`src/verilog/sobel_pkg.sv`:
```
package sobel_pkg;

  localparam int PIX_W  = 8;
  localparam int GRAD_W = 11;
  localparam int CNT_W  = 16;
  localparam int ADDR_W = 4;
  localparam int DATA_W = 32;

  typedef logic [PIX_W-1:0]         pix_t;
  typedef logic signed [GRAD_W-1:0] grad_t;
  typedef logic [CNT_W-1:0]         cnt_t;
  typedef logic [ADDR_W-1:0]        addr_t;
  typedef logic [DATA_W-1:0]        data_t;

  // one column of the window, top row first
  typedef struct packed {
    pix_t top;
    pix_t mid;
    pix_t bot;
  } col_t;

  // p0..p2 top row, p3..p5 middle, p6..p8 bottom, left to right
  typedef struct packed {
    pix_t p0;
    pix_t p1;
    pix_t p2;
    pix_t p3;
    pix_t p4;
    pix_t p5;
    pix_t p6;
    pix_t p7;
    pix_t p8;
  } window_t;

  // one output pixel, magnitude and edge flag
  typedef struct packed {
    pix_t mag;
    logic edge_flag;
  } result_t;

  typedef enum logic [2:0] {
    IDLE,
    ACCEPT,
    FLUSH_COL,
    FLUSH_ROW,
    DONE
  } ctrl_state_t;

  // register map
  localparam addr_t REG_THRESH = 4'h0;
  localparam addr_t REG_EDGES  = 4'h4;
  localparam addr_t REG_FRAMES = 4'h8;

  localparam pix_t THRESH_RST = 8'd128;

endpackage
```
`src/verilog/sobel_top.sv`:
```
`timescale 1ns/10ps

module sobel_top #(
  parameter int ROWS = 5,
  parameter int COLS = 5
) (
  input  logic                clk,
  input  logic                rst_n,
  input  logic                i_pix_valid,
  input  sobel_pkg::pix_t     i_pix,
  output logic                o_pix_ready,
  output logic                o_res_valid,
  output sobel_pkg::result_t  o_res,
  input  logic                i_psel,
  input  logic                i_penable,
  input  logic                i_pwrite,
  input  sobel_pkg::addr_t    i_paddr,
  input  sobel_pkg::data_t    i_pwdata,
  output sobel_pkg::data_t    o_prdata,
  output logic                o_pready
);
  import sobel_pkg::*;

  localparam int IDX_W = $clog2(COLS + 1);

  logic             buf_we;
  logic [IDX_W-1:0] col_idx;
  col_t             buf_col;
  logic             load_en;
  logic             out_en;
  logic             restart;
  window_t          win;
  logic             win_valid;
  logic             frame_end;
  grad_t            gx;
  grad_t            gy;
  logic             grad_valid;
  pix_t             thresh;
  cnt_t             edges;
  logic             frame_done;

  //////////////////////////////////////////////////
  // input side
  //////////////////////////////////////////////////

  window_ctrl #(
    .ROWS (ROWS),
    .COLS (COLS)
  ) window_ctrl_inst (
    .clk         (clk),
    .rst_n       (rst_n),
    .i_pix_valid (i_pix_valid),
    .i_frame_end (frame_end),
    .o_pix_ready (o_pix_ready),
    .o_buf_we    (buf_we),
    .o_col_idx   (col_idx),
    .o_load_en   (load_en),
    .o_out_en    (out_en),
    .o_restart   (restart)
  );

  line_buffer #(
    .COLS (COLS)
  ) line_buffer_inst (
    .clk       (clk),
    .rst_n     (rst_n),
    .i_we      (buf_we),
    .i_pix     (i_pix),
    .i_col_idx (col_idx),
    .o_col     (buf_col)
  );

  window_datapath #(
    .ROWS (ROWS),
    .COLS (COLS)
  ) window_datapath_inst (
    .clk         (clk),
    .rst_n       (rst_n),
    .i_col       (buf_col),
    .i_load_en   (load_en),
    .i_out_en    (out_en),
    .i_restart   (restart),
    .o_win       (win),
    .o_win_valid (win_valid),
    .o_frame_end (frame_end)
  );

  //////////////////////////////////////////////////
  // gradients and result
  //////////////////////////////////////////////////

  gradient_x gradient_x_inst (
    .clk     (clk),
    .rst_n   (rst_n),
    .i_win   (win),
    .i_valid (win_valid),
    .o_grad  (gx),
    .o_valid (grad_valid)
  );

  // same latency as gradient_x, its valid carries both
  gradient_y gradient_y_inst (
    .clk     (clk),
    .rst_n   (rst_n),
    .i_win   (win),
    .i_valid (win_valid),
    .o_grad  (gy),
    .o_valid ()
  );

  edge_combine edge_combine_inst (
    .clk          (clk),
    .rst_n        (rst_n),
    .i_gx         (gx),
    .i_gy         (gy),
    .i_valid      (grad_valid),
    .i_frame_end  (frame_end),
    .i_thresh     (thresh),
    .o_res        (o_res),
    .o_res_valid  (o_res_valid),
    .o_edges      (edges),
    .o_frame_done (frame_done)
  );

  apb_regs apb_regs_inst (
    .clk          (clk),
    .rst_n        (rst_n),
    .i_psel       (i_psel),
    .i_penable    (i_penable),
    .i_pwrite     (i_pwrite),
    .i_paddr      (i_paddr),
    .i_pwdata     (i_pwdata),
    .i_edges      (edges),
    .i_frame_done (frame_done),
    .o_prdata     (o_prdata),
    .o_pready     (o_pready),
    .o_thresh     (thresh)
  );

endmodule

```
`src/verilog/apb_regs.sv`:
```
`timescale 1ns/10ps

module apb_regs (
  input  logic                clk,
  input  logic                rst_n,
  input  logic                i_psel,
  input  logic                i_penable,
  input  logic                i_pwrite,
  input  sobel_pkg::addr_t    i_paddr,
  input  sobel_pkg::data_t    i_pwdata,
  input  sobel_pkg::cnt_t     i_edges,
  input  logic                i_frame_done,
  output sobel_pkg::data_t    o_prdata,
  output logic                o_pready,
  output sobel_pkg::pix_t     o_thresh
);
  import sobel_pkg::*;

  logic wr_en;
  pix_t thresh_q;
  cnt_t frames_q;

  // no wait states
  assign o_pready = 1'b1;
  assign wr_en    = i_psel && i_penable && i_pwrite;
  assign o_thresh = thresh_q;

  //////////////////////////////////////////////////
  // writable state
  //////////////////////////////////////////////////

  always_ff @(posedge clk) begin
    if (!rst_n) begin
      thresh_q <= THRESH_RST;
    end else if (wr_en && (i_paddr == REG_THRESH)) begin
      thresh_q <= i_pwdata[PIX_W-1:0];
    end
  end

  // any write clears, a write in the same cycle as frame done wins
  always_ff @(posedge clk) begin
    if (!rst_n) begin
      frames_q <= '0;
    end else if (wr_en && (i_paddr == REG_FRAMES)) begin
      frames_q <= '0;
    end else if (i_frame_done) begin
      frames_q <= frames_q + 1'b1;
    end
  end

  always_comb begin
    case (i_paddr)
      REG_THRESH: o_prdata = data_t'(thresh_q);
      REG_EDGES:  o_prdata = data_t'(i_edges);
      REG_FRAMES: o_prdata = data_t'(frames_q);
      default:    o_prdata = '0;
    endcase
  end

endmodule

```
`src/verilog/edge_combine.sv`:
```
`timescale 1ns/10ps

module edge_combine (
  input  logic                clk,
  input  logic                rst_n,
  input  sobel_pkg::grad_t    i_gx,
  input  sobel_pkg::grad_t    i_gy,
  input  logic                i_valid,
  input  logic                i_frame_end,
  input  sobel_pkg::pix_t     i_thresh,
  output sobel_pkg::result_t  o_res,
  output logic                o_res_valid,
  output sobel_pkg::cnt_t     o_edges,
  output logic                o_frame_done
);
  import sobel_pkg::*;

  grad_t abs_x;
  grad_t abs_y;
  logic [GRAD_W-1:0] sum;
  pix_t mag;
  logic is_edge;
  logic end_q;
  cnt_t edge_cnt;

  assign abs_x   = i_gx[GRAD_W-1] ? -i_gx : i_gx;
  assign abs_y   = i_gy[GRAD_W-1] ? -i_gy : i_gy;
  // at most 2040, still fits unsigned in GRAD_W bits
  assign sum     = abs_x + abs_y;
  assign mag     = (sum > GRAD_W'(255)) ? '1 : sum[PIX_W-1:0];
  assign is_edge = (mag >= i_thresh);

  always_ff @(posedge clk) begin
    if (i_valid) begin
      o_res.mag       <= mag;
      o_res.edge_flag <= is_edge;
    end
  end

  // frame end comes with the window, one stage ahead of the gradients
  always_ff @(posedge clk) begin
    if (!rst_n) begin
      o_res_valid  <= 1'b0;
      o_frame_done <= 1'b0;
      end_q        <= 1'b0;
      edge_cnt     <= '0;
      o_edges      <= '0;
    end else begin
      o_res_valid  <= i_valid;
      o_frame_done <= i_valid && end_q;
      end_q        <= i_frame_end;
      if (i_valid && end_q) begin
        o_edges  <= edge_cnt + cnt_t'(is_edge);
        edge_cnt <= '0;
      end else if (i_valid) begin
        edge_cnt <= edge_cnt + cnt_t'(is_edge);
      end
    end
  end

endmodule

```
`src/verilog/gradient_y.sv`:
```
`timescale 1ns/10ps

module gradient_y (
  input  logic                clk,
  input  logic                rst_n,
  input  sobel_pkg::window_t  i_win,
  input  logic                i_valid,
  output sobel_pkg::grad_t    o_grad,
  output logic                o_valid
);
  import sobel_pkg::*;

  // each weighted row is at most 4 * 255
  logic [9:0] bot_sum;
  logic [9:0] top_sum;

  assign bot_sum = 10'(i_win.p6) + 10'({i_win.p7, 1'b0}) + 10'(i_win.p8);
  assign top_sum = 10'(i_win.p0) + 10'({i_win.p1, 1'b0}) + 10'(i_win.p2);

  always_ff @(posedge clk) begin
    if (i_valid) begin
      o_grad <= grad_t'({1'b0, bot_sum}) - grad_t'({1'b0, top_sum});
    end
  end

  always_ff @(posedge clk) begin
    if (!rst_n) begin
      o_valid <= 1'b0;
    end else begin
      o_valid <= i_valid;
    end
  end

endmodule

```
`src/verilog/gradient_x.sv`:
```
`timescale 1ns/10ps

module gradient_x (
  input  logic                clk,
  input  logic                rst_n,
  input  sobel_pkg::window_t  i_win,
  input  logic                i_valid,
  output sobel_pkg::grad_t    o_grad,
  output logic                o_valid
);
  import sobel_pkg::*;

  // each weighted column is at most 4 * 255
  logic [9:0] right_sum;
  logic [9:0] left_sum;

  assign right_sum = 10'(i_win.p2) + 10'({i_win.p5, 1'b0}) + 10'(i_win.p8);
  assign left_sum  = 10'(i_win.p0) + 10'({i_win.p3, 1'b0}) + 10'(i_win.p6);

  always_ff @(posedge clk) begin
    if (i_valid) begin
      o_grad <= grad_t'({1'b0, right_sum}) - grad_t'({1'b0, left_sum});
    end
  end

  always_ff @(posedge clk) begin
    if (!rst_n) begin
      o_valid <= 1'b0;
    end else begin
      o_valid <= i_valid;
    end
  end

endmodule

```
`src/verilog/window_ctrl.sv`:
```
`timescale 1ns/10ps

module window_ctrl #(
  parameter int ROWS = 5,
  parameter int COLS = 5
) (
  input  logic                        clk,
  input  logic                        rst_n,
  input  logic                        i_pix_valid,
  input  logic                        i_frame_end,
  output logic                        o_pix_ready,
  output logic                        o_buf_we,
  output logic [$clog2(COLS+1)-1:0]   o_col_idx,
  output logic                        o_load_en,
  output logic                        o_out_en,
  output logic                        o_restart
);
  import sobel_pkg::*;

  localparam int RW = $clog2(ROWS);
  localparam int CW = $clog2(COLS + 1);
  localparam logic [RW-1:0] LAST_ROW  = RW'(ROWS - 1);
  localparam logic [CW-1:0] LAST_COL  = CW'(COLS - 1);
  localparam logic [CW-1:0] FLUSH_END = CW'(COLS);

  ctrl_state_t state_q, state_d;
  logic [RW-1:0] row_q, row_d;
  logic [CW-1:0] col_q, col_d;
  logic take;

  assign o_pix_ready = (state_q == IDLE) || (state_q == ACCEPT) || (state_q == DONE);
  assign take        = o_pix_ready && i_pix_valid;
  assign o_col_idx   = col_q;
  assign o_restart   = (state_q == DONE) && i_frame_end;

  always_comb begin
    state_d   = state_q;
    row_d     = row_q;
    col_d     = col_q;
    o_buf_we  = 1'b0;
    o_load_en = 1'b0;
    o_out_en  = 1'b0;
    case (state_q)
      IDLE, ACCEPT, DONE: begin
        if (take) begin
          o_buf_we  = 1'b1;
          o_load_en = 1'b1;
          // row 0 and column 0 only fill the window
          o_out_en  = (row_q != '0) && (col_q != '0);
          if (col_q != LAST_COL) begin
            col_d   = col_q + 1'b1;
            state_d = ACCEPT;
          end else if (row_q == '0) begin
            row_d   = row_q + 1'b1;
            col_d   = '0;
            state_d = ACCEPT;
          end else begin
            state_d = FLUSH_COL;
          end
        end else if (state_q == DONE) begin
          state_d = IDLE;
        end
      end
      FLUSH_COL: begin
        o_load_en = 1'b1;
        o_out_en  = 1'b1;
        col_d     = '0;
        if (row_q == LAST_ROW) begin
          state_d = FLUSH_ROW;
        end else begin
          row_d   = row_q + 1'b1;
          state_d = ACCEPT;
        end
      end
      FLUSH_ROW: begin
        // COLS+1 steps, the last one is the flush column of the flush row
        o_load_en = 1'b1;
        o_out_en  = (col_q != '0);
        if (col_q == FLUSH_END) begin
          row_d   = '0;
          col_d   = '0;
          state_d = DONE;
        end else begin
          col_d = col_q + 1'b1;
        end
      end
      default: state_d = IDLE;
    endcase
  end

  always_ff @(posedge clk) begin
    if (!rst_n) begin
      state_q <= IDLE;
      row_q   <= '0;
      col_q   <= '0;
    end else begin
      state_q <= state_d;
      row_q   <= row_d;
      col_q   <= col_d;
    end
  end

endmodule

```
`src/verilog/window_datapath.sv`:
```
`timescale 1ns/10ps

module window_datapath #(
  parameter int ROWS = 5,
  parameter int COLS = 5
) (
  input  logic                clk,
  input  logic                rst_n,
  input  sobel_pkg::col_t     i_col,
  input  logic                i_load_en,
  input  logic                i_out_en,
  input  logic                i_restart,
  output sobel_pkg::window_t  o_win,
  output logic                o_win_valid,
  output logic                o_frame_end
);
  import sobel_pkg::*;

  // row counter runs up to ROWS after the last window until restart
  localparam int RW = $clog2(ROWS + 1);
  localparam int CW = $clog2(COLS);
  localparam logic [RW-1:0] LAST_ROW = RW'(ROWS - 1);
  localparam logic [CW-1:0] LAST_COL = CW'(COLS - 1);

  col_t col_a;
  col_t col_b;
  logic [RW-1:0] row_q;
  logic [CW-1:0] col_q;
  logic at_top;
  logic at_bottom;
  logic at_left;
  logic at_right;

  // centre of the window produced on the next output step
  assign at_top    = (row_q == '0);
  assign at_bottom = (row_q == LAST_ROW);
  assign at_left   = (col_q == '0);
  assign at_right  = (col_q == LAST_COL);

  //////////////////////////////////////////////////
  // centre counters
  //////////////////////////////////////////////////

  always_ff @(posedge clk) begin
    if (!rst_n || i_restart) begin
      col_q <= '0;
    end else if (i_out_en) begin
      col_q <= at_right ? '0 : col_q + 1'b1;
    end
  end

  always_ff @(posedge clk) begin
    if (!rst_n || i_restart) begin
      row_q <= '0;
    end else if (i_out_en && at_right) begin
      row_q <= row_q + 1'b1;
    end
  end

  //////////////////////////////////////////////////
  // column shift and window register
  //////////////////////////////////////////////////

  always_ff @(posedge clk) begin
    if (i_load_en) begin
      col_a <= col_b;
      col_b <= i_col;
    end
  end

  // incoming column is the right one, col_b the centre
  always_ff @(posedge clk) begin
    if (i_out_en) begin
      o_win.p0 <= (at_top || at_left) ? '0 : col_a.top;
      o_win.p1 <= at_top ? '0 : col_b.top;
      o_win.p2 <= (at_top || at_right) ? '0 : i_col.top;
      o_win.p3 <= at_left ? '0 : col_a.mid;
      o_win.p4 <= col_b.mid;
      o_win.p5 <= at_right ? '0 : i_col.mid;
      o_win.p6 <= (at_bottom || at_left) ? '0 : col_a.bot;
      o_win.p7 <= at_bottom ? '0 : col_b.bot;
      o_win.p8 <= (at_bottom || at_right) ? '0 : i_col.bot;
    end
  end

  always_ff @(posedge clk) begin
    if (!rst_n) begin
      o_win_valid <= 1'b0;
      o_frame_end <= 1'b0;
    end else begin
      o_win_valid <= i_out_en;
      o_frame_end <= i_out_en && at_bottom && at_right;
    end
  end

endmodule

```
`src/verilog/line_buffer.sv`:
```
`timescale 1ns/10ps

module line_buffer #(
  parameter int COLS = 5
) (
  input  logic                        clk,
  input  logic                        rst_n,
  input  logic                        i_we,
  input  sobel_pkg::pix_t             i_pix,
  input  logic [$clog2(COLS+1)-1:0]   i_col_idx,
  output sobel_pkg::col_t             o_col
);
  import sobel_pkg::*;

  // row_top holds the row two above the incoming one, row_mid the row just above
  pix_t row_top [COLS];
  pix_t row_mid [COLS];

  assign o_col.top = row_top[i_col_idx];
  assign o_col.mid = row_mid[i_col_idx];
  assign o_col.bot = i_pix;

  //////////////////////////////////////////////////
  // column shift on write
  //////////////////////////////////////////////////

  // no writes land while the pipeline is held in reset
  always_ff @(posedge clk) begin
    if (rst_n && i_we) begin
      row_top[i_col_idx] <= row_mid[i_col_idx];
      row_mid[i_col_idx] <= i_pix;
    end
  end

endmodule

```
`config.mk`:
```
export PLATFORM = sky130hd
export DESIGN_NAME = sobel_top
export DESIGN_NICKNAME = d
export VERILOG_FILES = /design/src/verilog/sobel_pkg.sv /design/src/verilog/sobel_top.sv /design/src/verilog/apb_regs.sv /design/src/verilog/edge_combine.sv /design/src/verilog/gradient_y.sv /design/src/verilog/gradient_x.sv /design/src/verilog/window_ctrl.sv /design/src/verilog/window_datapath.sv /design/src/verilog/line_buffer.sv
export SDC_FILE = /design/constraint.sdc
export NUM_CORES = 1
export LEC_CHECK = 0
export BUFFER_PORTS_ARGS = -buffer_cell sky130_fd_sc_hd__buf_4
export CORE_MARGIN = 8
export CORE_UTILIZATION = 35
export DETAILED_ROUTE_END_ITERATION = 16
export GPL_TIMING_DRIVEN = 0
export MAX_ROUTING_LAYER = met4
export PLACE_DENSITY = 0.6
export SYNTH_ARGS = -nofsm -noshare
export SYNTH_HDL_FRONTEND = slang
export SYNTH_SLANG_ARGS = --single-unit
```
`constraint.sdc`:
```
create_clock -name clk -period 7.3 [get_ports clk]
set_input_delay 1.46 -clock clk [delete_from_list [all_inputs] [get_ports clk]]
set_output_delay 1.46 -clock clk [all_outputs]
set_load 0.02 [all_outputs]
```
==> flow_summary.rst <==
.. list-table::
   :header-rows: 1

   * - Metric
     - Value
   * - Floorplan die area
     - 49700 um^2
   * - Global Route Usage Sum
     - 0.117
   * - Reg-to-reg critical path endpoint
     - edge_combine_inst.o_edges[12]
   * - Count of nets left with antenna violations after detail routing
     - 0
   * - Synthesized instance count
     - 1166
   * - Die extent in y
     - 223 um
   * - Post-synthesis instance area
     - 15000 um^2
   * - Number of setup buffers added after CTS
     - 0
   * - Number of buffers inserted by port buffering
     - 52
   * - Initial Util
     - 0.351
   * - Required @ worst endpoint
     - 7.72 ns
   * - Clock tree skew after final layout
     - 0.0186 ns
   * - Status
     - finished, final reports clean
   * - Setup crit end kind
     - flip-flop
   * - Terminating pin of the worst hold path
     - window_datapath_inst.col_a[10]
   * - Synth top area share
     - 0.447
   * - Number of warnings reported in the yosys synthesis log
     - 0
   * - Largest area contributor in the netlist
     - sky130_fd_sc_hd__edfxtp_1
   * - Count of final max-slew check failures
     - 0
   * - Worst Reg2Reg Path Length in Cells
     - 25
   * - Antenna violations before repair
     - 0
   * - Most numerous cell in the Yosys netlist
     - sky130_fd_sc_hd__edfxtp_1
   * - Synthesis-to-finish area growth
     - 15.6%
   * - Commonest cells in the synthesized netlist
     - sky130_fd_sc_hd__edfxtp_1 (223), sky130_fd_sc_hd__inv_1 (105), sky130_fd_sc_hd__dfxtp_1 (80), sky130_fd_sc_hd__nand2_1 (76), sky130_fd_sc_hd__fa_1 (63)
   * - Final core utilization
     - 0.406
   * - Post-CTS clock slew at the launch and capture registers of the worst setup and hold paths
     - 0.06 ns
   * - Floorplan Core Area
     - 42700 um^2
   * - Clock root buffer
     - sky130_fd_sc_hd__clkbuf_16
   * - Actual transition at the worst max-transition pin
     - 1.30 ns
   * - Detailed route wirelength on metal2
     - 13900 um
   * - Element type at the critical path start
     - flip-flop
   * - First-pass GRT wire length
     - 46400 um
   * - Multiplexer share of the synthesized area
     - 0.0435
   * - Antenna cell count
     - 0
   * - Num CTS Buffers
     - 34
   * - Worst path setup slack after routing
     - 0.836 ns
   * - Class of the worst hold path
     - reg -> reg
   * - Max-slew headroom at the worst pin
     - 0.121
   * - Max Root-Sink Buffers
     - 3
   * - Total number of vias
     - 8621
   * - Final period utilization
     - 0.886
   * - Cell seen most often among critical-path stages
     - sky130_fd_sc_hd__ha_1
   * - Routed metal-1 wirelength
     - 12700 um
   * - Vias/cell
     - 4.66
   * - Power density normalized to cell area
     - 216 nW/um^2
   * - Half-perimeter wire length of the detailed placement result
     - 21100 um
   * - Leakage power of the design
     - 6.46 nW
   * - CP arrival
     - 6.88 ns
   * - Fraction of final layout cells with drive strength greater than 1
     - 0.147
   * - Length of the first detailed-routing pass in iterations
     - 6
   * - Number of top-level design ports
     - 94
   * - Count of flip-flops with a built-in enable after synthesis
     - 223
   * - Num Clock Sinks
     - 303
   * - Post-detailed-routing wire length
     - 28300 um
   * - Fraction of the mapped netlist area in compound gates
     - 0.0628
   * - Final Setup Violations
     - 0
   * - Share of the synthesized netlist area taken by xor and xnor gates
     - 0.0484
   * - Total negative setup slack
     - 0 ns
   * - Maximum level of the CTS H-tree
     - 2
   * - Main combinational cell family by area after synthesis
     - adder cells
   * - # hold bufs at CTS
     - 0
   * - Fraction of the mapped netlist area in simple logic gates
     - 0.116
   * - Area taken by multi-input logic gates
     - 6110 um^2
   * - Slowest-stage cell, CP
     - sky130_fd_sc_hd__nor4_2
   * - Initial detailed-routing violation count
     - 473
   * - Total congestion overflow
     - 0
   * - Met3 WL
     - 1190 um
   * - Largest fanout on the critical path
     - 6
   * - Fraction of the mapped netlist area in adder cells
     - 0.131
   * - Syn avg cell area
     - 12.9 um^2
   * - Wire per inst
     - 15.3 um
   * - Stage delay of the slowest cell on the critical path
     - 0.63 ns
   * - Final estimated routing congestion in global placement
     - 0.803
   * - Filler instances
     - 4010
   * - Final nets
     - 1448
   * - CTS tree
     - done
   * - Overall die width
     - 223 um
   * - Post-synth ARST share
     - 0
   * - Final hold vios
     - 0
   * - Maximum number of pins on one net before global-route repair
     - 74
   * - IR Drop Worst-Case VDD
     - 0.173 mV
   * - Max frequency
     - 155 MHz
   * - Post_cts resized
     - 0
   * - R2R setup slack
     - 0.84 ns
   * - Vias in the first global route
     - 8901
   * - Area taken by flip-flops and latches
     - 8300 um^2
   * - Worst hold start
     - window_datapath_inst.col_b[10]
   * - Distinct cells, synth
     - 69
   * - Later-pin clock latency in the skew report
     - 0.52 ns
   * - Site row count
     - 76
   * - Setup repair after global routing missed its margin
     - false
   * - Register area share after synthesis
     - 0.553
   * - Flop and latch count out of synthesis
     - 303
   * - Synth area leaders
     - sky130_fd_sc_hd__edfxtp_1 (45%), sky130_fd_sc_hd__dfxtp_1 (11%), sky130_fd_sc_hd__fa_1 (8.4%)
   * - Uppermost layer routed
     - met4
   * - Worst setup path category
     - reg -> reg
   * - Final worst path period need
     - 6.46 ns
   * - Reg-to-Reg Start
     - gradient_y_inst.o_grad[2]
   * - Worst hold stages
     - 0
   * - Number of remaining DRC errors
     - 0
   * - Post-route total power
     - 0.00375 W
   * - Max-cap violations
     - 0
   * - Worst setup slack after placement
     - 0.823 ns
   * - Post-synth top flop
     - sky130_fd_sc_hd__edfxtp_1
## through the flow
step	cell area, um^2	hold WS [ns]	cells
floorplan	15100	0.400	1181
global placement	16100	0.401	1779
detailed placement	16200	0.405	1789
CTS	17300	0.416	1849
global route	17300	0.429	1849
finish	17300	0.415	1849
## routing by layer
layer,vias to the layer above,global-route usage
met5,-,-
met4,0,0.0314
met3,39,0.0227
met2,139,0.198
met1,4152,0.143
li1,4291,-
## kinds of logic (layout without fill, tap and decap cells)
kind of cell	count (synthesis)	in the layout
AND/OR/NAND/NOR	324	324
flip-flops	303	303
buffers and inverters	160	282
AO/OA/AOI/OAI	133	133
adder cells (fa/ha/maj)	119	119
XOR/XNOR	82	82
multiplexers	43	43
other	2	17
## worst max-delay path by stage
| stage | from | end | slack (ns) |
|---|---|---|---|
| floorplan | gradient_y_inst.o_grad[2] | edge_combine_inst.o_edges[12] | 1.60 |
| global placement | gradient_y_inst.o_grad[2] | edge_combine_inst.o_edges[12] | 0.85 |
| detailed placement | gradient_y_inst.o_grad[2] | edge_combine_inst.o_edges[12] | 0.82 |
| CTS | gradient_y_inst.o_grad[2] | edge_combine_inst.o_edges[12] | 0.80 |
| global route | gradient_y_inst.o_grad[2] | edge_combine_inst.o_edges[12] | 0.37 |
| finish | gradient_y_inst.o_grad[2] | edge_combine_inst.o_edges[12] | 0.84 |
## cells in the final DEF, fill, tap and decap left out, types with 4 or more instances in the layout
master	count
sky130_fd_sc_hd__dfxtp_1	80
sky130_fd_sc_hd__a21oi_1	28
sky130_fd_sc_hd__mux2_2	17
sky130_fd_sc_hd__a21o_1	6
sky130_fd_sc_hd__nor3_1	10
sky130_fd_sc_hd__xor2_1	41
sky130_fd_sc_hd__nand2b_1	11
sky130_fd_sc_hd__inv_1	105
sky130_fd_sc_hd__fa_1	63
sky130_fd_sc_hd__o21ai_0	24
sky130_fd_sc_hd__clkbuf_16	35
sky130_fd_sc_hd__or2_2	4
sky130_fd_sc_hd__nor2_1	58
sky130_fd_sc_hd__nor2b_1	24
sky130_fd_sc_hd__a222oi_1	8
sky130_fd_sc_hd__o31ai_1	5
sky130_fd_sc_hd__clkbuf_1	35
sky130_fd_sc_hd__o21a_1	5
sky130_fd_sc_hd__nand4_1	9
sky130_fd_sc_hd__mux4_2	16
sky130_fd_sc_hd__nor4_2	6
sky130_fd_sc_hd__o211a_1	12
sky130_fd_sc_hd__a21boi_0	11
sky130_fd_sc_hd__nand2_1	76
sky130_fd_sc_hd__a22o_1	8
sky130_fd_sc_hd__mux2i_1	10
sky130_fd_sc_hd__ha_1	56
sky130_fd_sc_hd__buf_2	5
sky130_fd_sc_hd__or3_1	9
sky130_fd_sc_hd__and3_1	29
sky130_fd_sc_hd__nand3_1	26
sky130_fd_sc_hd__buf_4	80
sky130_fd_sc_hd__conb_1	17
sky130_fd_sc_hd__edfxtp_1	223
sky130_fd_sc_hd__clkinv_1	7
sky130_fd_sc_hd__xnor2_1	40
sky130_fd_sc_hd__and2_1	41
## state kept, by name, summed over array words and instances (netlist names), named ones only
register,count
window_ctrl_inst.state_q,3
edge_combine_inst.o_res,9
edge_combine_inst.o_edges,16
gradient_x_inst.o_valid,1
window_datapath_inst.col_a,24
edge_combine_inst.o_frame_done,1
apb_regs_inst.o_thresh,8
edge_combine_inst.edge_cnt,16
window_datapath_inst.o_frame_end,1
window_datapath_inst.col_b,24
line_buffer_inst.row_top,40
gradient_y_inst.o_grad,11
window_datapath_inst.col_q,3
window_datapath_inst.o_win_valid,1
window_ctrl_inst.o_col_idx,3
edge_combine_inst.o_res_valid,1
window_datapath_inst.row_q,3
line_buffer_inst.row_mid,40
apb_regs_inst.frames_q,16
window_datapath_inst.o_win,64
edge_combine_inst.end_q,1
window_ctrl_inst.row_q,3
gradient_x_inst.o_grad,11
## power by group
group / switching [W] / total [W] / leakage [nW] / internal, W
clock network: 0.000685 / 0.00169 / 0.538 / 0.00100
registers: 0.0000122 / 0.00191 / 2.78 / 0.00189
logic: 0.0000856 / 0.000154 / 3.14 / 0.0000684
total: 0.000783 / 0.00375 / 6.46 / 0.00296
## critical path: cells and delay by family, from the launching register on
| kind | cells | cell delay, ns |
|---|---|---|
| AO/OA/AOI/OAI | 7 | 1.05 |
| XOR/XNOR | 2 | 0.26 |
| adder cells (fa/ha/maj) | 4 | 1.19 |
| flip-flops | 1 | 0.45 |
| AND/OR/NAND/NOR | 12 | 3.42 |
## final cells by class
type,instances,area share
Inverter,105,0.0227
Buffer,55,0.0162
Timing Repair Buffer,62,0.0269
Sequential cell,303,0.479
Clock inverter,18,0.0108
Tap cell,546,0.0394
Multi-Input combinational cell,718,0.353
Clock buffer,42,0.0526
Note: power is estimated with default switching activity, not from simulation.
